--- src/hockey_pkg.sv ---
`default_nettype none

package hockey_pkg;

    // puck coordinate and score widths
    localparam int COL_W   = 3;
    localparam int ROW_W   = 3;
    localparam int SCORE_W = 2;

    typedef enum logic [3:0] {
        st_idle,
        st_start,       // short start display
        st_serve_a,
        st_serve_b,
        st_travel_ab,   // puck moving toward B
        st_travel_ba,   // puck moving toward A
        st_resp_b,      // B may return
        st_resp_a,      // A may return
        st_goal_a,      // goal scored by A
        st_goal_b,      // goal scored by B
        st_game_over
    } game_state_t;

    // vertical puck direction, up means increasing row
    typedef enum logic [1:0] {
        dir_hold = 2'd0,
        dir_up   = 2'd1,
        dir_down = 2'd2
    } puck_dir_t;

    // which limit the window timer compares against
    typedef enum logic [1:0] {
        win_start = 2'd0,
        win_resp  = 2'd1,
        win_goal  = 2'd2
    } window_t;

    // active-low segment patterns, index is the digit
    localparam logic [0:3][6:0] SEG_DIGITS = {
        7'b0000001,
        7'b1001111,
        7'b0010010,
        7'b0000110
    };

    localparam logic [6:0] SEG_BLANK = 7'b1111111;

endpackage

`default_nettype wire

--- src/hockey_timer.sv ---
`timescale 1ns/1ps
`default_nettype none

module hockey_timer import hockey_pkg::*; #(
    parameter int START_CYCLES = 2,
    parameter int RESP_CYCLES  = 50,
    parameter int GOAL_CYCLES  = 50
) (
    input  logic    clk,
    input  logic    rst,
    input  logic    timer_clear,
    input  window_t window,
    output logic    expired
);

    logic [7:0] count;
    logic [7:0] limit;

    always_ff @(posedge clk or posedge rst) begin
        if (rst) begin
            count <= '0;
        end else if (timer_clear) begin
            count <= '0;    // new state, new window
        end else if (count != 8'hff) begin
            count <= count + 8'd1;  // saturate in untimed states
        end
    end

    always_comb begin
        case (window)
            win_resp: limit = 8'(RESP_CYCLES);
            win_goal: limit = 8'(GOAL_CYCLES);
            default:  limit = 8'(START_CYCLES);
        endcase
    end

    // count starts at 0 on entry, so the window is limit + 1 cycles
    assign expired = (count >= limit);

endmodule

`default_nettype wire

--- src/hockey_fsm.sv ---
`timescale 1ns/1ps
`default_nettype none

module hockey_fsm import hockey_pkg::*; #(
    parameter int FIELD_LEN  = 5,
    parameter int FIELD_ROWS = 5
) (
    input  logic             clk,
    input  logic             rst,
    input  logic             btn_a,
    input  logic             btn_b,
    input  logic [ROW_W-1:0] row_a,
    input  logic [ROW_W-1:0] row_b,
    input  logic [COL_W-1:0] col,
    input  logic [ROW_W-1:0] row,
    input  logic             expired,
    input  logic             winner_found,
    output game_state_t      state,
    output logic             serve_a,
    output logic             serve_b,
    output logic             goal_a,
    output logic             goal_b,
    output logic             timer_clear,
    output window_t          window
);

    // column seen in the last travel cycle in each direction
    localparam logic [COL_W-1:0] COL_LAST_AB = COL_W'(FIELD_LEN - 2);
    localparam logic [COL_W-1:0] COL_LAST_BA = COL_W'(1);
    localparam logic [ROW_W-1:0] ROW_LIMIT   = ROW_W'(FIELD_ROWS);

    game_state_t state_nxt;
    logic        b_serves;  // first server, picked in idle

    always_ff @(posedge clk or posedge rst) begin
        if (rst) begin
            state    <= st_idle;
            b_serves <= 1'b0;
        end else begin
            state <= state_nxt;
            if (state == st_idle) begin
                b_serves <= btn_b;
            end
        end
    end

    always_comb begin
        state_nxt = state;
        serve_a   = 1'b0;
        serve_b   = 1'b0;
        goal_a    = 1'b0;
        goal_b    = 1'b0;
        case (state)
            st_idle: begin
                if (btn_a ^ btn_b) begin    // exactly one player
                    state_nxt = st_start;
                end
            end
            st_start: begin
                if (expired) begin
                    state_nxt = b_serves ? st_serve_b : st_serve_a;
                end
            end
            st_serve_a: begin
                if (btn_a && row_a < ROW_LIMIT) begin
                    serve_a   = 1'b1;
                    state_nxt = st_travel_ab;
                end
            end
            st_serve_b: begin
                if (btn_b && row_b < ROW_LIMIT) begin
                    serve_b   = 1'b1;
                    state_nxt = st_travel_ba;
                end
            end
            st_travel_ab: begin
                if (col == COL_LAST_AB) begin
                    state_nxt = st_resp_b;
                end
            end
            st_travel_ba: begin
                if (col == COL_LAST_BA) begin
                    state_nxt = st_resp_a;
                end
            end
            st_resp_b: begin
                if (btn_b && row_b == row) begin
                    state_nxt = st_travel_ba;   // good return
                end else if (btn_b || expired) begin
                    goal_a    = 1'b1;
                    state_nxt = st_goal_a;
                end
            end
            st_resp_a: begin
                if (btn_a && row_a == row) begin
                    state_nxt = st_travel_ab;
                end else if (btn_a || expired) begin
                    goal_b    = 1'b1;
                    state_nxt = st_goal_b;
                end
            end
            st_goal_a: begin
                if (expired) begin
                    // B conceded, so B serves
                    state_nxt = winner_found ? st_game_over : st_serve_b;
                end
            end
            st_goal_b: begin
                if (expired) begin
                    state_nxt = winner_found ? st_game_over : st_serve_a;
                end
            end
            st_game_over: state_nxt = st_game_over;  // only reset leaves
            default:      state_nxt = st_idle;
        endcase
    end

    // restart the count on every state change
    assign timer_clear = (state_nxt != state);

    always_comb begin
        case (state)
            st_resp_a, st_resp_b: window = win_resp;
            st_goal_a, st_goal_b: window = win_goal;
            default:              window = win_start;
        endcase
    end

endmodule

`default_nettype wire

--- src/puck_tracker.sv ---
`timescale 1ns/1ps
`default_nettype none

module puck_tracker import hockey_pkg::*; #(
    parameter int FIELD_LEN  = 5,
    parameter int FIELD_ROWS = 5
) (
    input  logic             clk,
    input  logic             rst,
    input  game_state_t      state,
    input  logic             serve_a,
    input  logic             serve_b,
    input  logic [ROW_W-1:0] row_a,
    input  logic [ROW_W-1:0] row_b,
    input  logic [1:0]       dir_a,
    input  logic [1:0]       dir_b,
    output logic [COL_W-1:0] col,
    output logic [ROW_W-1:0] row
);

    localparam logic [COL_W-1:0] COL_B   = COL_W'(FIELD_LEN - 1);
    localparam logic [ROW_W-1:0] ROW_TOP = ROW_W'(FIELD_ROWS - 1);

    puck_dir_t dir;

    // switch value 3 has no meaning, treat it as no vertical motion
    function automatic puck_dir_t sw_to_dir(input logic [1:0] sw);
        case (sw)
            2'd1:    return dir_up;
            2'd2:    return dir_down;
            default: return dir_hold;
        endcase
    endfunction

    always_ff @(posedge clk or posedge rst) begin
        if (rst) begin
            col <= '0;
            row <= '0;
            dir <= dir_hold;
        end else if (serve_a) begin
            col <= '0;
            row <= row_a;
            dir <= sw_to_dir(dir_a);
        end else if (serve_b) begin
            col <= COL_B;
            row <= row_b;
            dir <= sw_to_dir(dir_b);
        end else if (state == st_travel_ab || state == st_travel_ba) begin
            if (state == st_travel_ab) begin
                col <= col + COL_W'(1);
            end else begin
                col <= col - COL_W'(1);
            end
            // bounce: flip at the wall and hold the row one cycle
            case (dir)
                dir_up: begin
                    if (row == ROW_TOP) begin
                        dir <= dir_down;
                    end else begin
                        row <= row + ROW_W'(1);
                    end
                end
                dir_down: begin
                    if (row == '0) begin
                        dir <= dir_up;
                    end else begin
                        row <= row - ROW_W'(1);
                    end
                end
                default: ;  // hold, straight shot
            endcase
        end
    end

endmodule

`default_nettype wire

--- src/score_keeper.sv ---
`timescale 1ns/1ps
`default_nettype none

module score_keeper import hockey_pkg::*; #(
    parameter int WIN_SCORE = 3
) (
    input  logic               clk,
    input  logic               rst,
    input  logic               goal_a,
    input  logic               goal_b,
    output logic [SCORE_W-1:0] score_a,
    output logic [SCORE_W-1:0] score_b,
    output logic               winner_found
);

    localparam logic [SCORE_W-1:0] WIN_VAL = SCORE_W'(WIN_SCORE);

    logic a_won;
    logic b_won;

    assign a_won = (score_a == WIN_VAL);
    assign b_won = (score_b == WIN_VAL);

    always_ff @(posedge clk or posedge rst) begin
        if (rst) begin
            score_a <= '0;
            score_b <= '0;
        end else begin
            // no counting past a finished game
            if (goal_a && !a_won && !b_won) begin
                score_a <= score_a + SCORE_W'(1);
            end
            if (goal_b && !a_won && !b_won) begin
                score_b <= score_b + SCORE_W'(1);
            end
        end
    end

    // visible in the first goal cycle
    assign winner_found = a_won | b_won;

endmodule

`default_nettype wire

--- src/hockey_display.sv ---
`timescale 1ns/1ps
`default_nettype none

module hockey_display import hockey_pkg::*; (
    input  game_state_t        state,
    input  logic [COL_W-1:0]   col,
    input  logic [SCORE_W-1:0] score_a,
    input  logic [SCORE_W-1:0] score_b,
    output logic               led_a,
    output logic               led_b,
    output logic [4:0]         led_x,
    output logic [6:0]         ssd_a,
    output logic [6:0]         ssd_b
);

    logic show_score;

    always_comb begin
        led_a = 1'b0;
        led_b = 1'b0;
        led_x = 5'b00000;
        case (state)
            st_idle: begin
                led_a = 1'b1;   // both may start
                led_b = 1'b1;
            end
            st_start, st_goal_a, st_goal_b: begin
                led_x = 5'b11111;
            end
            st_serve_a, st_resp_a: begin
                led_a = 1'b1;
            end
            st_serve_b, st_resp_b: begin
                led_b = 1'b1;
            end
            st_travel_ab, st_travel_ba: begin
                led_x = 5'b00001 << col;    // puck position
            end
            st_game_over: begin
                led_x = 5'b10101;
            end
            default: ;
        endcase
    end

    // scores only shown while the field is not in play
    always_comb begin
        case (state)
            st_start, st_goal_a, st_goal_b, st_game_over: show_score = 1'b1;
            default:                                       show_score = 1'b0;
        endcase
    end

    assign ssd_a = show_score ? SEG_DIGITS[score_a] : SEG_BLANK;
    assign ssd_b = show_score ? SEG_DIGITS[score_b] : SEG_BLANK;

endmodule

`default_nettype wire

--- src/hockey_top.sv ---
`timescale 1ns/1ps
`default_nettype none

module hockey_top import hockey_pkg::*; #(
    parameter int FIELD_LEN    = 5,
    parameter int FIELD_ROWS   = 5,
    parameter int WIN_SCORE    = 3,
    parameter int START_CYCLES = 2,
    parameter int RESP_CYCLES  = 50,
    parameter int GOAL_CYCLES  = 50
) (
    input  logic             clk,
    input  logic             rst,
    input  logic             btn_a,
    input  logic             btn_b,
    input  logic [ROW_W-1:0] row_a,
    input  logic [ROW_W-1:0] row_b,
    input  logic [1:0]       dir_a,
    input  logic [1:0]       dir_b,
    output logic             led_a,
    output logic             led_b,
    output logic [4:0]       led_x,
    output logic [6:0]       ssd_a,
    output logic [6:0]       ssd_b
);

    game_state_t        state;
    window_t            window;
    logic               serve_a;
    logic               serve_b;
    logic               goal_a;
    logic               goal_b;
    logic               timer_clear;
    logic               expired;
    logic               winner_found;
    logic [COL_W-1:0]   col;
    logic [ROW_W-1:0]   row;
    logic [SCORE_W-1:0] score_a;
    logic [SCORE_W-1:0] score_b;

    hockey_fsm #(
        .FIELD_LEN (FIELD_LEN),
        .FIELD_ROWS(FIELD_ROWS)
    ) u_fsm (
        .clk(clk), .rst(rst),
        .btn_a(btn_a), .btn_b(btn_b),
        .row_a(row_a), .row_b(row_b),
        .col(col), .row(row),
        .expired(expired), .winner_found(winner_found),
        .state(state),
        .serve_a(serve_a), .serve_b(serve_b),
        .goal_a(goal_a), .goal_b(goal_b),
        .timer_clear(timer_clear), .window(window)
    );

    hockey_timer #(
        .START_CYCLES(START_CYCLES),
        .RESP_CYCLES (RESP_CYCLES),
        .GOAL_CYCLES (GOAL_CYCLES)
    ) u_timer (
        .clk(clk), .rst(rst),
        .timer_clear(timer_clear), .window(window),
        .expired(expired)
    );

    puck_tracker #(
        .FIELD_LEN (FIELD_LEN),
        .FIELD_ROWS(FIELD_ROWS)
    ) u_puck (
        .clk(clk), .rst(rst), .state(state),
        .serve_a(serve_a), .serve_b(serve_b),
        .row_a(row_a), .row_b(row_b),
        .dir_a(dir_a), .dir_b(dir_b),
        .col(col), .row(row)
    );

    score_keeper #(
        .WIN_SCORE(WIN_SCORE)
    ) u_score (
        .clk(clk), .rst(rst),
        .goal_a(goal_a), .goal_b(goal_b),
        .score_a(score_a), .score_b(score_b),
        .winner_found(winner_found)
    );

    hockey_display u_display (
        .state(state), .col(col),
        .score_a(score_a), .score_b(score_b),
        .led_a(led_a), .led_b(led_b), .led_x(led_x),
        .ssd_a(ssd_a), .ssd_b(ssd_b)
    );

endmodule

`default_nettype wire

--- config.mk ---
export PLATFORM = sky130hd
export DESIGN_NAME = hockey_top
export DESIGN_NICKNAME = d
export VERILOG_FILES = /design/src/hockey_pkg.sv /design/src/hockey_timer.sv /design/src/hockey_fsm.sv /design/src/puck_tracker.sv /design/src/score_keeper.sv /design/src/hockey_display.sv /design/src/hockey_top.sv
export SDC_FILE = /design/constraint.sdc
export NUM_CORES = 1
export LEC_CHECK = 0
export ABC_AREA = 1
export BUFFER_PORTS_ARGS = -buffer_cell sky130_fd_sc_hd__buf_2
export CORE_MARGIN = 2
export CORE_UTILIZATION = 51
export DETAILED_ROUTE_END_ITERATION = 8
export HOLD_SLACK_MARGIN = 0.15
export PLACE_DENSITY = 0.85
export RECOVER_POWER = 100
export SYNTH_ARGS = -nofsm -noshare
export SYNTH_HDL_FRONTEND = slang
export SYNTH_SLANG_ARGS = --single-unit
--- constraint.sdc ---
create_clock -name clk -period 1.9 [get_ports clk]
set_clock_uncertainty 0.2 [all_clocks]
set_input_delay 0.285 -clock clk [delete_from_list [all_inputs] [get_ports clk]]
set_output_delay 0.285 -clock clk [all_outputs]
set_load 0.01 [all_outputs]
==> flow_summary_export.csv <==
group,metric,value,unit
floorplanning,rows,23,
timing,setup_viol,35,
route,drt-total-wl,7011,microns
setup_path,cp.arrival,2160,ps
timing,min_period,2184,ps
job,cap_viol_max_count,0,
timing,rsz0062_at_grt,"true",
outcome,status,"finished with violations",
logic_synthesis,synth-main-ff-cell,"dfrtp_1",
route,vias,2556,
route,drtPass1Iterations,5,
timing,worst_slew_pin_slew,706.6,ps
power,leakage,1.704,nW
floorplanning,coreArea,0.004058,sq mm
clock_network,cts_buffers,3,
global_route,grt_pass1_vias,2302,
logic_synthesis,yosysWarningCount,0,
floorplanning,initial_utilization,0.5350,
logic_synthesis,synth_xor_area_frac,0.02824,
timing,min_period_over_period,1.149,
logic_synthesis,synth.avg_cell_area,6.721,sq um
setup_path,cp.required,1870,ps
power,p_total,0.005452,W
route,drt-initial-drc-count,185,
setup_path,critical_path.max_fanout,8,
clock_network,clockRootBuffer,"clkbuf_8",
power,p_per_area,1627,mW/mm^2
logic_synthesis,yosys-mux-area-fraction,0,
route,viasPerCell,5.473,
logic_synthesis,synth_fp_nets,356,
final_layout,fin_nets,451,
final_layout,layout-drive-gt1-share,0.4484,
global_route,antenna_found_initial,0,
logic_synthesis,synth_cells,323,
logic_synthesis,synthAdderAreaFrac,0.1130,
global_route,grt-ovfl-total,0,
route,final_antenna_net_count,0,
route,wl_per_cell,15.01,microns
clock_network,path_clk_slew,100,ps
global_route,grt_max_degree,26,
final_layout,finalNonFillerCells,467,
floorplanning,die-area,0.004794,sq mm
clock_network,clk_latency,280,ps
timing,fin_ws,-283.7,ps
global_route,grt_pass1_wl,10130,microns
logic_synthesis,ys_types,31,
final_layout,mostFrequentLayoutCells,"nand2_1 (60), buf_4 (43), inv_1 (42), nor2_1 (25), buf_2 (25)",
timing,hold_viol_final,0,
placement,dp.cells,436,
setup_path,start_kind,"flop",
route,drc_errors,0,
power,vdd_drop_max,0.0008551,V
final_layout,final_common_cell,"nand2_1",
setup_path,crit_type,"reg2reg",
clock_network,cts_max_level,1,
logic_synthesis,synth_top_family_by_area,"simple AND/OR/NAND/NOR gates",
placement,place.gp.congestion,0.9427,
final_layout,area_delta_synth_final,54.35,%
clock_network,numClockSinks,25,
logic_synthesis,synth.yosys.seq_area_share,0.2882,
setup_path,cp-end-kind,"flop",
global_route,grtUsageTotal,0.2565,
floorplanning,die_h,69.24,microns
placement,place_hpwl,4147,microns
floorplanning,ioPinCount,35,
clock_network,cts_tree,"built",
logic_synthesis,ys_ff_latch,25,
logic_synthesis,synth-edff-count,0,
clock_network,cts_buffer_depth,2,
final_layout,n_antenna_cell,0,
placement,place.port_buffers,34,
logic_synthesis,synth-simple-area-share,0.3424,
logic_synthesis,async_flop_share,1.000,
floorplanning,die_w,69.24,microns
logic_synthesis,synth_compound_area_frac,0.1176,
timing,max_slew_margin,0.5290,
worst_hold_path,hp-class,"in2reg",
logic_synthesis,netlist_area,0.002171,sq mm
timing,drv_slew,0,
outcome,violations,"negative setup slack",
timing,fmax,457.9,MHz
==> kinds of logic after synthesis <==
kind of cell,count (synthesis)
buffers and inverters,60
and+or+nand+nor,169
DFF,25
xor gates and xnor gates,7
adders and majority gates,19
AOI/OAI and AO/OA,43
==> state kept, by name, indices dropped and copies added, names as in the netlist <==
| signal | cells |
|---|---|
| u_timer.count | 8 |
| u_puck.dir | 2 |
| u_score.score_b | 2 |
| u_fsm.b_serves | 1 |
| u_fsm.state | 4 |
| u_puck.col | 3 |
| u_puck.row | 3 |
| u_score.score_a | 2 |
==> critical path, cell delays in order, from the launching register on <==
cell     delay (ps)
dfrtp_2         490
inv_4           140
buf_6           120
nor3_4           40
buf_4           140
a21oi_2         140
inv_1            70
nor2_2          110
nand2_1          70
o21ai_1         200
nand2_2         100
nand3_4         180
nor2_2           70
==> routing by layer <==
| metal | share of wire | vias up | GRT usage |
|---|---|---|---|
| met3 | 0.058 | 22 | 0.03488 |
| met5 | 0 | - | 0 |
| met2 | 0.52 | 108 | 0.4701 |
| li1 | - | 1217 | - |
| met4 | 0.029 | 0 | 0.05664 |
| met1 | 0.40 | 1209 | 0.3186 |
==> final cells by class <==
type | count | area (sq um)
clock buffer | 3 | 41.29
clock inverter | 1 | 7.507
fill | 234 | 706.9
inverter | 56 | 220.2
multi-input combinational | 238 | 1659
sequential | 25 | 630.6
tap | 50 | 62.56
timing repair buffer | 94 | 729.5
==> through the flow <==
| step | utilization | setup TNS, ps | area [sq um] | setup WS (ps) | hold slack (ps) |
|---|---|---|---|---|---|
| 2_1_floorplan | - | -13.89 | 2185 | -6.944 | 112.3 |
| 3_3_place_gp | 0.6494 | -589.3 | 2635 | -61.02 | 161.4 |
| 3_5_place_dp | 0.6494 | -1367 | 2635 | -167.7 | 164.2 |
| 4_1_cts | 0.7558 | -4599 | 3067 | -188.6 | 162.8 |
| 5_1_grt | 0.8258 | -9969 | 3351 | -341.8 | 225.7 |
| 6_report | 0.8258 | -7091 | 3351 | -283.7 | 177.9 |
==> worst paths after layout <==
check | start | endpoint | slack (ps) | depth (start not counted)
setup / recovery | u_fsm.state[3] | u_timer.count[4] | -280 | 12
hold / removal | dir_b[1] | u_puck.dir[1] | 180 | 5
setup reg to reg | u_fsm.state[3] | u_timer.count[4] | -280 | 12
hold reg to reg | u_fsm.b_serves | u_fsm.b_serves | 340 | 2
max in group asynchronous | rst | u_fsm.state[0] | 470 | 4
min in group asynchronous | rst | u_puck.row[0] | 530 | 4
==> synth_stat cells, types with 3 or more instances <==
library cell,number,area (sq um)
or2_2,4,25.02
nor2_2,3,18.77
inv_1,52,195.2
nand2_1,76,285.3
nand3_1,31,155.2
nand2_2,4,25.02
a21oi_1,7,35.03
nor2_1,40,150.1
ha_1,18,225.2
nand4_1,4,25.02
inv_2,4,15.01
o211ai_1,3,22.52
dfrtp_1,25,625.6
xor2_1,6,52.55
buf_4,4,30.03
o21ai_0,21,105.1
==> power breakdown <==
group	internal (W)	switching, W	total, W	leakage, nW
Combinational	0.00197	0.00225	0.00422	1.38
Clock	0.000149	0.000197	0.000347	0.0217
Sequential	0.000693	0.000189	0.000882	0.302
Total	0.00282	0.00264	0.00545	1.70
==> timing repair <==
item | in CTS | in global routing
hold buffers | 4 | 0
setup endpoints to repair | 33 | 42
pin swaps | 20 | 25
buffers inserted | 17 | 9
endpoints found under the hold margin | 27 | 0
gates resized for setup | 61 | 68
(Power assumes the default switching activity.)
